File: config.mk
export PLATFORM = sky130hd
export DESIGN_NAME = csi2_tx_ctrl
export DESIGN_NICKNAME = d
export VERILOG_FILES = /design/src/design/csi2_tx_pkg.sv /design/src/design/csi2_tx_ctrl.sv /design/src/design/csi2_tx_payload_gen.sv /design/src/design/csi2_tx_header_regs.sv /design/src/design/csi2_tx_sequencer.sv /design/src/design/csi2_tx_delay_timer.sv
export SDC_FILE = /design/constraint.sdc
export NUM_CORES = 1
export LEC_CHECK = 0
export ABC_AREA = 1
export BUFFER_PORTS_ARGS = -buffer_cell sky130_fd_sc_hd__buf_4
export CAP_MARGIN = 25
export CORE_MARGIN = 3
export CORE_UTILIZATION = 60
export CTS_BUF_LIST = sky130_fd_sc_hd__clkbuf_4 sky130_fd_sc_hd__clkbuf_8
export DETAILED_ROUTE_END_ITERATION = 10
export GPL_TIMING_DRIVEN = 0
export PLACE_DENSITY = 0.84
export SYNTH_ARGS = -nofsm -noshare
export SYNTH_HDL_FRONTEND = slang
export SYNTH_SLANG_ARGS = --single-unit
File: constraint.sdc
create_clock -name ctrl_tx_byte_clk_i -period 2.85 [get_ports ctrl_tx_byte_clk_i]
set_clock_uncertainty 0.05 [all_clocks]
set_input_delay 0.285 -clock ctrl_tx_byte_clk_i [delete_from_list [all_inputs] [get_ports ctrl_tx_byte_clk_i]]
set_output_delay 0.285 -clock ctrl_tx_byte_clk_i [all_outputs]
set_load 0.02 [all_outputs]
File: src/design/csi2_tx_pkg.sv
package csi2_tx_pkg;

	typedef logic [7:0]  byte_t;
	typedef logic [9:0]  pixel_t;
	typedef logic [5:0]  data_type_t;
	typedef logic [15:0] word_count_t; // Also carries the frame number
	typedef logic [11:0] line_count_t;

	typedef struct packed {
		byte_t lane1;
		byte_t lane0;
	} lane_bytes_t;

	typedef struct packed {
		pixel_t red;
		pixel_t green_red;
		pixel_t green_blue;
		pixel_t blue;
	} bayer_pix_t;

	typedef struct packed {
		logic [1:0]  vc;
		data_type_t  dt;
		word_count_t wc;
	} pkt_hdr_t;

	typedef enum logic [1:0] {
		PKT_FS,
		PKT_FE,
		PKT_EMBEDDED,
		PKT_PIXEL
	} pkt_kind_t;

	typedef struct packed {
		logic is_pixel;
		logic odd_line; // Gb/B line of the Bayer pair
	} line_req_t;

	// CSI-2 data type codes
	localparam data_type_t DT_FS       = 6'h00;
	localparam data_type_t DT_FE       = 6'h01;
	localparam data_type_t DT_EMBEDDED = 6'h12;
	localparam data_type_t DT_RAW10    = 6'h2B;

	localparam logic [1:0]  VIRTUAL_CHANNEL = 2'd0;
	localparam word_count_t EMB_WC          = 16'd10; // Bytes per embedded line
	localparam line_count_t EMB_LINES       = 12'd2;
	localparam word_count_t FRAME_CNT_MAX   = 16'd65534;

	// Fixed PHY handshake delays in byte clocks
	localparam int TINIT_WAIT_CYCLES   = 4;
	localparam int HS_HOLD_CYCLES      = 6;
	localparam int PKT_EN_DELAY_CYCLES = 7;

	localparam byte_t EMB_FORMAT_BYTE = 8'h0A;
	localparam byte_t EMB_END_BYTE    = 8'h07;
	localparam byte_t EMB_PAD_BYTE    = 8'h55;

endpackage
File: src/design/csi2_tx_ctrl.sv
`timescale 1ns/1ps

module csi2_tx_ctrl import csi2_tx_pkg::*; #(
	parameter int NUM_LINES       = 2464,
	parameter int PIXEL_WC        = 4080,
	parameter int EXPOSURE_CYCLES = 3200
) (
	input  logic        ctrl_tx_byte_clk_i,
	input  logic        ctrl_tx_reset_i,
	input  logic        ctrl_tx_pll_lock_i,
	input  logic        ctrl_tx_tinit_done_i,
	input  logic        ctrl_tx_start_stream_i,
	input  logic        ctrl_tx_c2d_ready_i,
	input  logic        ctrl_tx_d_hs_rdy_i,
	input  logic        ctrl_tx_ld_pyld_i,
	input  bayer_pix_t  ctrl_tx_pixel_i,
	output logic        ctrl_tx_clk_hs_en_o,
	output logic        ctrl_tx_d_hs_en_o,
	output logic        ctrl_tx_sp_en_o,
	output logic        ctrl_tx_lp_en_o,
	output pkt_hdr_t    ctrl_tx_hdr_o,
	output logic        ctrl_tx_byte_data_en_o,
	output lane_bytes_t ctrl_tx_byte_data_o
);

	logic      hdr_load;
	pkt_kind_t hdr_kind;
	logic      frame_advance;
	logic      frame_clear;
	logic      line_start;
	line_req_t line_req;
	logic      line_done;

	csi2_tx_sequencer #(
		.NUM_LINES       (NUM_LINES),
		.EXPOSURE_CYCLES (EXPOSURE_CYCLES)
	) sequencer_i (
		.ctrl_tx_byte_clk_i (ctrl_tx_byte_clk_i),
		.ctrl_tx_reset_i    (ctrl_tx_reset_i),
		.pll_lock_i         (ctrl_tx_pll_lock_i),
		.tinit_done_i       (ctrl_tx_tinit_done_i),
		.start_stream_i     (ctrl_tx_start_stream_i),
		.c2d_ready_i        (ctrl_tx_c2d_ready_i),
		.d_hs_rdy_i         (ctrl_tx_d_hs_rdy_i),
		.ld_pyld_i          (ctrl_tx_ld_pyld_i),
		.line_done_i        (line_done),
		.clk_hs_en_o        (ctrl_tx_clk_hs_en_o),
		.d_hs_en_o          (ctrl_tx_d_hs_en_o),
		.sp_en_o            (ctrl_tx_sp_en_o),
		.lp_en_o            (ctrl_tx_lp_en_o),
		.hdr_load_o         (hdr_load),
		.hdr_kind_o         (hdr_kind),
		.frame_advance_o    (frame_advance),
		.frame_clear_o      (frame_clear),
		.line_start_o       (line_start),
		.line_req_o         (line_req)
	);

	csi2_tx_header_regs #(
		.PIXEL_WC (PIXEL_WC)
	) header_regs_i (
		.ctrl_tx_byte_clk_i (ctrl_tx_byte_clk_i),
		.ctrl_tx_reset_i    (ctrl_tx_reset_i),
		.hdr_load_i         (hdr_load),
		.hdr_kind_i         (hdr_kind),
		.frame_advance_i    (frame_advance),
		.frame_clear_i      (frame_clear),
		.hdr_o              (ctrl_tx_hdr_o)
	);

	csi2_tx_payload_gen #(
		.PIXEL_WC (PIXEL_WC)
	) payload_gen_i (
		.ctrl_tx_byte_clk_i (ctrl_tx_byte_clk_i),
		.ctrl_tx_reset_i    (ctrl_tx_reset_i),
		.line_start_i       (line_start),
		.line_req_i         (line_req),
		.pixel_i            (ctrl_tx_pixel_i),
		.byte_data_en_o     (ctrl_tx_byte_data_en_o),
		.byte_data_o        (ctrl_tx_byte_data_o),
		.line_done_o        (line_done)
	);

endmodule

File: src/design/csi2_tx_payload_gen.sv
`timescale 1ns/1ps

module csi2_tx_payload_gen import csi2_tx_pkg::*; #(
	parameter int PIXEL_WC = 4080
) (
	input  logic        ctrl_tx_byte_clk_i,
	input  logic        ctrl_tx_reset_i,
	input  logic        line_start_i,
	input  line_req_t   line_req_i,
	input  bayer_pix_t  pixel_i,
	output logic        byte_data_en_o,
	output lane_bytes_t byte_data_o,
	output logic        line_done_o
);

	// Two lanes, so one beat per byte pair
	localparam word_count_t EMB_LAST = word_count_t'(EMB_WC / 2 - 1);
	localparam word_count_t PIX_LAST = word_count_t'(PIXEL_WC / 2 - 1);

	typedef enum logic [2:0] {
		GEAR_0,
		GEAR_1,
		GEAR_2,
		GEAR_3,
		GEAR_4
	} gear_t;

	gear_t       gear_q;
	gear_t       gear_d;
	word_count_t beat_q;
	word_count_t beat_d;
	word_count_t last_beat;
	logic        advance;
	pixel_t      pix_a;
	pixel_t      pix_b;
	byte_t       pix_lsb;
	lane_bytes_t bytes_d;

	if (PIXEL_WC % 10 != 0) begin : g_wc_check
		$error("PIXEL_WC must be a multiple of 10");
	end

	assign pix_a   = line_req_i.odd_line ? pixel_i.green_blue : pixel_i.red;
	assign pix_b   = line_req_i.odd_line ? pixel_i.blue : pixel_i.green_red;
	assign pix_lsb = {pix_a[1:0], pix_b[1:0], pix_a[1:0], pix_b[1:0]}; // RAW10 low bits

	assign last_beat = line_req_i.is_pixel ? PIX_LAST : EMB_LAST;
	assign advance   = line_start_i || (byte_data_en_o && beat_q != last_beat);

	always_comb begin
		if (line_start_i) begin
			beat_d = '0;
			gear_d = GEAR_0;
		end else begin
			beat_d = beat_q + 1'b1;
			unique case (gear_q)
				GEAR_0:  gear_d = GEAR_1;
				GEAR_1:  gear_d = GEAR_2;
				GEAR_2:  gear_d = GEAR_3;
				GEAR_3:  gear_d = GEAR_4;
				default: gear_d = GEAR_0;
			endcase
		end
	end

	// Byte pair for the beat being loaded
	always_comb begin
		if (line_req_i.is_pixel) begin
			unique case (gear_d)
				GEAR_0, GEAR_1: begin
					bytes_d.lane0 = pix_a[9:2];
					bytes_d.lane1 = pix_b[9:2];
				end
				GEAR_2: begin
					bytes_d.lane0 = pix_lsb;
					bytes_d.lane1 = pix_a[9:2];
				end
				GEAR_3: begin
					bytes_d.lane0 = pix_b[9:2];
					bytes_d.lane1 = pix_a[9:2];
				end
				default: begin
					bytes_d.lane0 = pix_b[9:2];
					bytes_d.lane1 = pix_lsb;
				end
			endcase
		end else begin
			bytes_d.lane1 = EMB_END_BYTE;
			unique case (beat_d[2:0])
				3'd0:    bytes_d.lane0 = EMB_FORMAT_BYTE;
				3'd2:    bytes_d.lane0 = EMB_PAD_BYTE;
				3'd4: begin
					bytes_d.lane0 = EMB_END_BYTE;
					bytes_d.lane1 = EMB_PAD_BYTE; // Pad to the RAW10 group size
				end
				default: bytes_d.lane0 = EMB_END_BYTE;
			endcase
		end
	end

	always_ff @(posedge ctrl_tx_byte_clk_i or negedge ctrl_tx_reset_i) begin
		if (!ctrl_tx_reset_i) begin
			byte_data_en_o <= 1'b0;
			byte_data_o    <= '0;
			line_done_o    <= 1'b0;
			beat_q         <= '0;
			gear_q         <= GEAR_0;
		end else begin
			line_done_o <= 1'b0;
			if (advance) begin
				byte_data_en_o <= 1'b1;
				byte_data_o    <= bytes_d;
				beat_q         <= beat_d;
				gear_q         <= gear_d;
			end else if (byte_data_en_o) begin
				byte_data_en_o <= 1'b0; // Last beat has gone out
				byte_data_o    <= '0;
				line_done_o    <= 1'b1;
			end
		end
	end

	a_start_when_idle: assert property (@(posedge ctrl_tx_byte_clk_i) disable iff (!ctrl_tx_reset_i)
		line_start_i |-> !byte_data_en_o && !line_done_o)
		else $error("line_start while a line is still being sent");

endmodule

File: src/design/csi2_tx_header_regs.sv
`timescale 1ns/1ps

module csi2_tx_header_regs import csi2_tx_pkg::*; #(
	parameter int PIXEL_WC = 4080
) (
	input  logic      ctrl_tx_byte_clk_i,
	input  logic      ctrl_tx_reset_i,
	input  logic      hdr_load_i,
	input  pkt_kind_t hdr_kind_i,
	input  logic      frame_advance_i,
	input  logic      frame_clear_i,
	output pkt_hdr_t  hdr_o
);

	word_count_t frame_cnt_q;

	// Frame number runs 1 to FRAME_CNT_MAX, zero is never sent
	always_ff @(posedge ctrl_tx_byte_clk_i or negedge ctrl_tx_reset_i) begin
		if (!ctrl_tx_reset_i) begin
			frame_cnt_q <= word_count_t'(1);
		end else if (frame_clear_i) begin
			frame_cnt_q <= word_count_t'(1);
		end else if (frame_advance_i) begin
			if (frame_cnt_q == FRAME_CNT_MAX) begin
				frame_cnt_q <= word_count_t'(1);
			end else begin
				frame_cnt_q <= frame_cnt_q + 1'b1;
			end
		end
	end

	always_ff @(posedge ctrl_tx_byte_clk_i or negedge ctrl_tx_reset_i) begin
		if (!ctrl_tx_reset_i) begin
			hdr_o <= '0;
		end else if (hdr_load_i) begin
			hdr_o.vc <= VIRTUAL_CHANNEL;
			unique case (hdr_kind_i)
				PKT_FS: begin
					hdr_o.dt <= DT_FS;
					hdr_o.wc <= frame_cnt_q; // Short packets carry the frame number
				end
				PKT_FE: begin
					hdr_o.dt <= DT_FE;
					hdr_o.wc <= frame_cnt_q;
				end
				PKT_EMBEDDED: begin
					hdr_o.dt <= DT_EMBEDDED;
					hdr_o.wc <= EMB_WC;
				end
				default: begin
					hdr_o.dt <= DT_RAW10;
					hdr_o.wc <= word_count_t'(PIXEL_WC);
				end
			endcase
		end
	end

endmodule

File: src/design/csi2_tx_sequencer.sv
`timescale 1ns/1ps

module csi2_tx_sequencer import csi2_tx_pkg::*; #(
	parameter int NUM_LINES       = 2464,
	parameter int EXPOSURE_CYCLES = 3200
) (
	input  logic      ctrl_tx_byte_clk_i,
	input  logic      ctrl_tx_reset_i,
	input  logic      pll_lock_i,
	input  logic      tinit_done_i,
	input  logic      start_stream_i,
	input  logic      c2d_ready_i,
	input  logic      d_hs_rdy_i,
	input  logic      ld_pyld_i,
	input  logic      line_done_i,
	output logic      clk_hs_en_o,
	output logic      d_hs_en_o,
	output logic      sp_en_o,
	output logic      lp_en_o,
	output logic      hdr_load_o,
	output pkt_kind_t hdr_kind_o,
	output logic      frame_advance_o,
	output logic      frame_clear_o,
	output logic      line_start_o,
	output line_req_t line_req_o
);

	typedef enum logic [3:0] {
		S_IDLE,       // Wait for PLL lock
		S_WAIT_INIT,  // Wait for D-PHY init
		S_WAIT_START,
		S_SETTLE,
		S_EXPOSE,
		S_C2D,        // Packet start, core ready
		S_HS,
		S_DHS,
		S_PKT_EN,
		S_PYLD,
		S_PYLD_DLY,
		S_LINE,
		S_FRAME       // Frame boundary
	} state_t;

	state_t      state_q;
	state_t      state_d;
	pkt_kind_t   kind_q;
	line_count_t emb_left_q;
	line_count_t pix_left_q;
	logic        odd_q;
	logic        is_short;
	logic        settle_done;
	logic        hs_done;
	logic        pkt_en_done;
	logic        expose_done;

	assign is_short = (kind_q == PKT_FS) || (kind_q == PKT_FE);

	always_comb begin
		state_d = state_q;
		unique case (state_q)
			S_IDLE:       if (pll_lock_i) state_d = S_WAIT_INIT;
			S_WAIT_INIT:  if (tinit_done_i) state_d = S_WAIT_START;
			S_WAIT_START: if (start_stream_i) state_d = S_SETTLE;
			S_SETTLE:     if (settle_done) state_d = S_C2D;
			S_EXPOSE:     if (expose_done) state_d = S_HS; // c2d_ready already seen
			S_C2D:        if (c2d_ready_i) state_d = S_HS;
			S_HS:         if (hs_done) state_d = S_DHS;
			S_DHS:        if (d_hs_rdy_i) state_d = S_PKT_EN;
			S_PKT_EN: begin
				if (pkt_en_done) begin
					if (kind_q == PKT_FE) begin
						state_d = S_FRAME;
					end else if (kind_q == PKT_FS) begin
						state_d = S_C2D;
					end else begin
						state_d = S_PYLD;
					end
				end
			end
			S_PYLD:       if (!ld_pyld_i) state_d = S_PYLD_DLY;
			S_PYLD_DLY:   state_d = S_LINE;
			S_LINE:       if (line_done_i) state_d = S_C2D;
			S_FRAME: begin
				if (!start_stream_i) begin
					state_d = S_IDLE;
				end else if (c2d_ready_i) begin
					state_d = S_EXPOSE;
				end
			end
			default:      state_d = S_IDLE;
		endcase
	end

	always_ff @(posedge ctrl_tx_byte_clk_i or negedge ctrl_tx_reset_i) begin
		if (!ctrl_tx_reset_i) begin
			state_q    <= S_IDLE;
			kind_q     <= PKT_FS;
			emb_left_q <= '0;
			pix_left_q <= '0;
			odd_q      <= 1'b0;
		end else begin
			state_q <= state_d;
			if (state_q == S_IDLE || frame_advance_o) begin
				kind_q <= PKT_FS;
			end
			// FS sent, arm the line loop for this frame
			if (sp_en_o && kind_q == PKT_FS) begin
				kind_q     <= PKT_EMBEDDED;
				emb_left_q <= EMB_LINES;
				pix_left_q <= line_count_t'(NUM_LINES);
				odd_q      <= 1'b0;
			end
			if (state_q == S_LINE && line_done_i) begin
				if (kind_q == PKT_EMBEDDED) begin
					emb_left_q <= emb_left_q - 1'b1;
					if (emb_left_q == line_count_t'(1)) kind_q <= PKT_PIXEL;
				end else begin
					pix_left_q <= pix_left_q - 1'b1;
					odd_q      <= !odd_q; // Alternate R/Gr and Gb/B lines
					if (pix_left_q == line_count_t'(1)) kind_q <= PKT_FE;
				end
			end
		end
	end

	// Timers start with the next state so their done lines up with the exit edge
	csi2_tx_delay_timer #(.CYCLES(TINIT_WAIT_CYCLES)) tinit_timer_i (
		.ctrl_tx_byte_clk_i (ctrl_tx_byte_clk_i),
		.ctrl_tx_reset_i    (ctrl_tx_reset_i),
		.start_i            (state_d == S_SETTLE),
		.done_o             (settle_done)
	);

	csi2_tx_delay_timer #(.CYCLES(HS_HOLD_CYCLES)) hs_timer_i (
		.ctrl_tx_byte_clk_i (ctrl_tx_byte_clk_i),
		.ctrl_tx_reset_i    (ctrl_tx_reset_i),
		.start_i            (state_d == S_HS),
		.done_o             (hs_done)
	);

	csi2_tx_delay_timer #(.CYCLES(PKT_EN_DELAY_CYCLES)) pkt_en_timer_i (
		.ctrl_tx_byte_clk_i (ctrl_tx_byte_clk_i),
		.ctrl_tx_reset_i    (ctrl_tx_reset_i),
		.start_i            (state_d == S_PKT_EN),
		.done_o             (pkt_en_done)
	);

	csi2_tx_delay_timer #(.CYCLES(EXPOSURE_CYCLES)) exposure_timer_i (
		.ctrl_tx_byte_clk_i (ctrl_tx_byte_clk_i),
		.ctrl_tx_reset_i    (ctrl_tx_reset_i),
		.start_i            (state_d == S_EXPOSE),
		.done_o             (expose_done)
	);

	assign clk_hs_en_o     = (state_q == S_HS);
	assign d_hs_en_o       = (state_q == S_HS);
	assign hdr_load_o      = (state_q == S_DHS) && d_hs_rdy_i;
	assign sp_en_o         = (state_q == S_PKT_EN) && pkt_en_done && is_short;
	assign lp_en_o         = (state_q == S_PKT_EN) && pkt_en_done && !is_short;
	assign hdr_kind_o      = kind_q;
	assign frame_advance_o = (state_q == S_FRAME) && start_stream_i && c2d_ready_i;
	assign frame_clear_o   = (state_q == S_FRAME) && !start_stream_i;
	assign line_start_o    = (state_q == S_PYLD_DLY); // One clock after ld_pyld falls

	assign line_req_o.is_pixel = (kind_q == PKT_PIXEL);
	assign line_req_o.odd_line = odd_q;

	// Exactly one packet enable, the enable delay plus one after the header load
	a_pkt_en_pulse: assert property (@(posedge ctrl_tx_byte_clk_i) disable iff (!ctrl_tx_reset_i)
		hdr_load_o |-> ##(PKT_EN_DELAY_CYCLES + 1) (sp_en_o ^ lp_en_o))
		else $error("sp_en and lp_en not a single enable after the header load");

	// Byte data runs between line_start and line_done
	a_no_hs_in_line: assert property (@(posedge ctrl_tx_byte_clk_i) disable iff (!ctrl_tx_reset_i)
		line_start_o |=> !(clk_hs_en_o || d_hs_en_o) throughout line_done_i[->1])
		else $error("HS enable raised while byte data is enabled");

endmodule

File: src/design/csi2_tx_delay_timer.sv
`timescale 1ns/1ps

module csi2_tx_delay_timer #(
	parameter int CYCLES = 4
) (
	input  logic ctrl_tx_byte_clk_i,
	input  logic ctrl_tx_reset_i,
	input  logic start_i,
	output logic done_o
);

	localparam int CNT_W = (CYCLES > 1) ? $clog2(CYCLES + 1) : 1;

	logic [CNT_W-1:0] cnt_q;

	// Count runs only while start is held, done follows one clock after zero
	always_ff @(posedge ctrl_tx_byte_clk_i or negedge ctrl_tx_reset_i) begin
		if (!ctrl_tx_reset_i) begin
			cnt_q  <= CNT_W'(CYCLES);
			done_o <= 1'b0;
		end else if (!start_i) begin
			cnt_q  <= CNT_W'(CYCLES); // Reload for the next use
			done_o <= 1'b0;
		end else begin
			if (cnt_q != '0) begin
				cnt_q <= cnt_q - 1'b1;
			end
			done_o <= (cnt_q == '0);
		end
	end

endmodule

=== After elaboration in Yosys (flattened, before gate mapping) ===
Cells that the tools add are included.

* Add/sub/neg operators: 8
* Multipliers: 0
* Divide/modulo/power cells: 0
* Order comparisons: 0
* Eq/ne operators: 35
* Shift-type cells: 0
* Mux-type cells: 62
* Bitwise logic cells: 0
* Reductions and logical operators: 32

{| class="wikitable"
|+ Operators by type and width
! kind !! count
|-
| 16-bit two-way mux || 7
|-
| 12-bit two-way mux || 8
|-
| 22-bit case mux with 3 select lines || 1
|-
| 4-bit two-way mux || 15
|-
| 4-bit case mux with 13 select lines || 1
|-
| 16-bit case mux with 3 select lines || 1
|-
| 12-bit by 1-bit subtractor with 12-bit output, second input constant || 3
|-
| 16-bit by 1-bit adder with 16-bit output, second input constant || 2
|-
| 12-bit by 1-bit == test with 1-bit output, second input constant || 2
|-
| 4-bit by 3-bit == test with 1-bit output, second input constant || 6
|-
| 4-bit == test, second input constant || 6
|-
| 3-bit two-way mux || 7
|-
| 10-bit two-way mux || 2
|-
| 3-bit zero test || 6
|-
| 16-bit == test, second input constant || 1
|-
| 16-bit != test || 1
|-
| 3-bit by 2-bit == test with 1-bit output, second input constant || 5
|-
| 7-bit case mux with 2 select lines || 1
|-
| 4-bit by 2-bit == test with 1-bit output, second input constant || 3
|-
| 12-bit zero test || 1
|-
| 2-bit two-way mux || 6
|-
| 3-bit case mux with 4 select lines || 1
|-
| 12-bit nonzero test || 1
|-
| 11-bit two-way mux || 1
|-
| 17 further kinds || 49
|}

* Bits in registers: 131
* Latch bits: 0
* Memory bits (writable): 0
* Bits in read-only memories: 0
* Bits of input ports: 48
* Output and inout bits: 45
* Memories kept: 0

=== Logic depth before layout (Yosys ltp) ===
* Word-level depth: 9
* Mapped depth: 13
* Depth with buffers taken out: 12

=== Cells and area by module ===
Synthesis repeated with hierarchy kept, for this count alone.

* Cell total of the unflattened synthesis: 1169
* Area, all modules: 8037.7 um^2

{| class="wikitable"
|+ Modules (own cells, without submodules)
! module !! times used !! cells an instance !! area an instance (um^2) !! seq. area each (um^2)
|-
| csi2_tx_payload_gen || 1 || 438 || 2695.1 || 925.9
|-
| csi2_tx_sequencer || 1 || 322 || 2102.0 || 775.7
|-
| csi2_tx_header_regs || 1 || 224 || 1824.2 || 902.1
|-
| csi2_tx_delay_timer at sequencer_i.exposure_timer_i || 1 || 111 || 798.3 || 329.1
|-
| csi2_tx_delay_timer at sequencer_i.pkt_en_timer_i || 1 || 24 || 209.0 || 103.8
|-
| csi2_tx_delay_timer at sequencer_i.hs_timer_i || 1 || 25 || 205.2 || 102.6
|-
| csi2_tx_delay_timer at sequencer_i.tinit_timer_i || 1 || 25 || 203.9 || 101.3
|}

=== Worst setup path before layout ===
Ideal clock, no wire load.

* Path kind: reg2reg
* Start: register sequencer_i.state_q[2]
* End: register sequencer_i.emb_left_q[10]
* Library setup time: 0.119 ns
* Arrival: 1.565 ns
* Required time: 2.681 ns
* Slack: 1.116 ns
* Cell stages (with the launch flop): 10
* Path buffers: 0
* Clock period less this slack: 1.734 ns
* Cells stage by stage: dfrtp_1 -> inv_1 -> nand2_2 -> nor2_2 -> nand3_1 -> inv_1 -> nand2_1 -> inv_1 -> nor2_1 -> o21a_1

* Word-level cells in the longest chain between the ends: 7

{| class="wikitable"
|+ Ends and longest elaborated chain
! item !! RTL line !! RTL
|-
| start, declared || csi2_tx_sequencer.sv:44 || <nowiki>state_t state_q;</nowiki>
|-
| start signal, assigned || csi2_tx_sequencer.sv:102 || <nowiki>state_q <= state_d;</nowiki>
|-
| 4-bit == test * || csi2_tx_sequencer.sv:158 || <nowiki>assign sp_en_o = (state_q == S_PKT_EN) && pkt_en_done && is_short;</nowiki>
|-
| 1-bit logical AND * (2 in a row) || csi2_tx_sequencer.sv:158 ||
|-
| net ctrl_tx_sp_en_o || csi2_tx_ctrl.sv:19 || <nowiki>output logic ctrl_tx_sp_en_o,</nowiki>
|-
| 1-bit logical AND * || csi2_tx_sequencer.sv:107 || <nowiki>if (sp_en_o && kind_q == PKT_FS) begin</nowiki>
|-
| 12-bit two-way mux * || csi2_tx_sequencer.sv:107 ||
|-
| 12-bit two-way mux || csi2_tx_sequencer.sv:114 || <nowiki>if (kind_q == PKT_EMBEDDED) begin</nowiki>
|-
| 12-bit two-way mux * || csi2_tx_sequencer.sv:113 || <nowiki>if (state_q == S_LINE && line_done_i) begin</nowiki>
|-
| end signal, assigned || csi2_tx_sequencer.sv:115 || <nowiki>emb_left_q <= emb_left_q - 1'b1;</nowiki>
|-
| end, declared || csi2_tx_sequencer.sv:47 || <nowiki>line_count_t emb_left_q;</nowiki>
|}

The timed path passes the listed nets; every way through them passes the cells marked *.
A chain may end at the register's enable or synchronous reset.

=== Worst setup path after layout ===
* Start: register sequencer_i.state_q[3]
* End: output port ctrl_tx_d_hs_en_o

* Word-level cells in the longest chain between the ends: 1

{| class="wikitable"
|+ Ends and longest elaborated chain
! item !! RTL line !! RTL
|-
| 4-bit by 3-bit == test with 1-bit output || csi2_tx_sequencer.sv:156 || <nowiki>assign d_hs_en_o = (state_q == S_HS);</nowiki>
|-
| end, declared || csi2_tx_ctrl.sv:18 || <nowiki>output logic ctrl_tx_d_hs_en_o,</nowiki>
|}

Every way passes these cells.

==> impl_metrics.ini <==
[logic_synthesis]
ys_seq_area_frac = 0.422
async_reset_ff_frac = 1.00
syn-mean-instance-area_um2 = 7.32
synth_warnings = 0
mappedNetlistArea_um2 = 7670
synth-seq-cells = 129
synth_top_flop_cell = dfrtp_1
synth_edf_count = 0
ys_types = 43
netlist_instances = 1049

[setup_path]
critPathKind = flop to output pin
cp-end-kind = output pin
path_max_fanout = 7
required_ns = 2.52
cp-start-kind = flop
crit_arrival_ns = 1.94

[clock_tree]
clk_latency_ns = 0.45
cts_tree = done
cts_buffer_depth = 2
clock_sink_count = 129
clk_pin_slew_worst_paths_ns = 0.08
root_buffer = clkbuf_8
cts-resized-gates = 0
htree_levels = 4
numCtsBuffers = 17
cts_hold_buffers = 1
postCtsSetupBuffers = 0

[place]
gp_congestion = 0.946
dp_hpwl_mm = 13.6
preCtsSetupSlack_ns = 0.852
port_buffers = 89

[sta]
rsz0062_at_grt = no
worst_pin_slew_ns = 0.686
relSlewSlack = 0.541
setup_tns_ns = 0
setup_viol = 0
fmax_mhz = 440
timing.final.crit_period_ns = 2.27
fin_crit_sh = 0.798
setup_ws_ns = 0.577
hold_viol = 0
drv_slew = 0

[global_routing]
grt_pass1_wl_mm = 31.5
grt_overflow = 0
antenna_found_initial = 0
grt_max_degree = 66
first_global_vias = 6807
grt_use_total = 0.271

[floorplanning]
die_w_um = 119
fp.dieH_um = 119
num_rows = 40
core_um2 = 12300
ios = 93
die_area_um2 = 14200
initial_core_util = 0.626

[detailed_routing]
ant_nets = 0
route.detailed.drc = 0
firstDrtPassIters = 5
vias = 7235
routed_wl_mm = 18.6
avgRoutedWirePerCell_um = 13.8
drtIter0Drc = 610
vias_per_cell = 5.39

[cells_and_area]
final_core_util = 0.739
syn2layout_area_growth_pct = 18.1
diodes = 0
nNetsFinal = 1224
drive_gt1_frac = 0.177

[job]
cap_violations = 0

[power_and_ir_drop]
p_leak_nw = 4.76
vdd_drop_max_mv = 0.567
p_total_mw = 7.10
p_per_area_nw_per_um2 = 783

[run_status]
status = finished clean

[min_path]
hold_path_class = primary input to flop
==> worst max-delay path: stages (launching register included) <==
cell and delay [ns]:
dfrtp_1 0.47, nor2_2 0.34, inv_1 0.07, nor2_1 0.30
buf_4 0.17, buf_4 0.13
==> cell families (layout without fill, tap and decap cells) <==
logic type,count (synthesis),after routing,share of synthesized area
AOI/OAI and AO/OA,100,100,0.0748
adders and majority gates,14,14,0.0228
buffers and inverters,167,291,0.0887
and+or+nand+nor,609,609,0.357
muxes,3,3,0.00391
other,1,3,0.000489
xor gates and xnor gates,26,26,0.0297
DFF,129,129,0.422
==> state kept, by name, indices dropped and copies added, names as in the netlist, 2 cells and up <==
| register | cells |
|---|---|
| header_regs_i.hdr_o | 20 |
| header_regs_i.frame_cnt_q | 16 |
| payload_gen_i.beat_q | 16 |
| payload_gen_i.byte_data_o | 16 |
| sequencer_i.emb_left_q | 12 |
| sequencer_i.exposure_timer_i.cnt_q | 12 |
| sequencer_i.pix_left_q | 12 |
| sequencer_i.state_q | 4 |
| payload_gen_i.gear_q | 3 |
| sequencer_i.hs_timer_i.cnt_q | 3 |
| sequencer_i.pkt_en_timer_i.cnt_q | 3 |
| sequencer_i.tinit_timer_i.cnt_q | 3 |
| sequencer_i.hdr_kind_o | 2 |
==> final timing paths <==
path / startpoint / endpoint / slack (ns) / cells after the start
setup / recovery: sequencer_i.state_q[3]$_DFF_PN0_ / ctrl_tx_d_hs_en_o / 0.58 / 5
hold / removal: ctrl_tx_start_stream_i / header_regs_i.frame_cnt_q[15]$_DFFE_PN0P_ / 0.21 / 3
setup reg to reg: sequencer_i.state_q[2]$_DFF_PN0_ / sequencer_i.emb_left_q[8]$_DFF_PN0_ / 0.78 / 10
hold reg to reg: sequencer_i.pkt_en_timer_i.cnt_q[0]$_DFFE_PN1P_ / sequencer_i.pkt_en_timer_i.cnt_q[0]$_DFFE_PN1P_ / 0.42 / 2
max in group asynchronous: ctrl_tx_reset_i / header_regs_i.frame_cnt_q[0]$_DFFE_PN1P_ / 2.09 / 3
min in group asynchronous: ctrl_tx_reset_i / sequencer_i.hs_timer_i.done_o$_DFF_PN0_ / 0.33 / 3
==> cell usage in the layout (no fill, tap or decap), types with 7 or more instances in the layout <==
master	n
a21oi_1	15
buf_2	7
buf_4	94
clkbuf_1	10
clkbuf_8	19
dfrtp_1	119
dfstp_2	10
ha_1	14
inv_1	135
nand2_1	299
nand2_2	10
nand3_1	86
nand3b_1	7
nand4_1	27
nor2_1	103
nor2_2	13
nor2_4	7
nor3_1	33
o21ai_0	53
xor2_1	20
==> Yosys cell counts (3+ instances only) <==
cell / count / area [um2]
mux2i_1: 3 / 30.0
a21oi_1: 15 / 75.1
a21oi_2: 3 / 26.3
inv_2: 6 / 22.5
buf_6: 3 / 33.8
nand3_1: 86 / 430
xnor2_1: 6 / 52.6
nand2_1: 299 / 1120
o21ai_1: 6 / 30.0
a31oi_1: 6 / 37.5
nor3_2: 5 / 50.1
nor2_1: 103 / 387
nor2_2: 13 / 81.3
xor2_1: 20 / 175
dfrtp_1: 119 / 2980
nor2_4: 7 / 78.8
nand3_2: 5 / 50.1
buf_2: 7 / 35.0
o22ai_1: 5 / 31.3
buf_4: 6 / 45.0
nand2_2: 10 / 62.6
o221a_2: 3 / 33.8
nand4_1: 27 / 169
o211ai_1: 4 / 30.0
nor4_1: 4 / 25.0
dfstp_2: 10 / 263
ha_1: 14 / 175
inv_1: 135 / 507
or2_2: 4 / 25.0
nand3b_1: 7 / 52.6
o21ai_0: 53 / 265
clkbuf_1: 10 / 37.5
or2_1: 3 / 18.8
nor3_1: 33 / 165
==> report_power, final <==
group	switching (mW)	internal (mW)
clock network	0.759	0.937
logic	1.91	1.04
registers	0.275	2.18
total	2.95	4.15
==> stage by stage <==
step / cells / hold WS, ns / area, um2
6_report: 1343 / 0.207 / 9060
5_1_grt: 1343 / 0.220 / 9060
4_1_cts: 1343 / 0.167 / 9060
3_5_place_dp: 1310 / 0.266 / 8620
3_3_place_gp: 1308 / 0.407 / 8560
2_1_floorplan: 1051 / -0.0606 / 7680
==> per-layer routing <==
layer | up-vias | track usage | part of all wire
met2 | 295 | 0.430 | 0.47
met1 | 3315 | 0.366 | 0.44
li1 | 3588 | - | -
met4 | 0 | 0.119 | 0.024
met5 | - | 0 | 0
met3 | 37 | 0.0465 | 0.066
==> layout make-up <==
cell class / instances / area (um2)
clock buffers: 21 / 277
multi-input cells: 755 / 3760
flip-flops and latches: 129 / 3240
repair buffers: 92 / 737
well taps: 168 / 210
clock inverters: 11 / 155
fillers: 967 / 3200
plain buffers: 26 / 151
inverters: 141 / 529
Power figures use the tool's default switching activity.
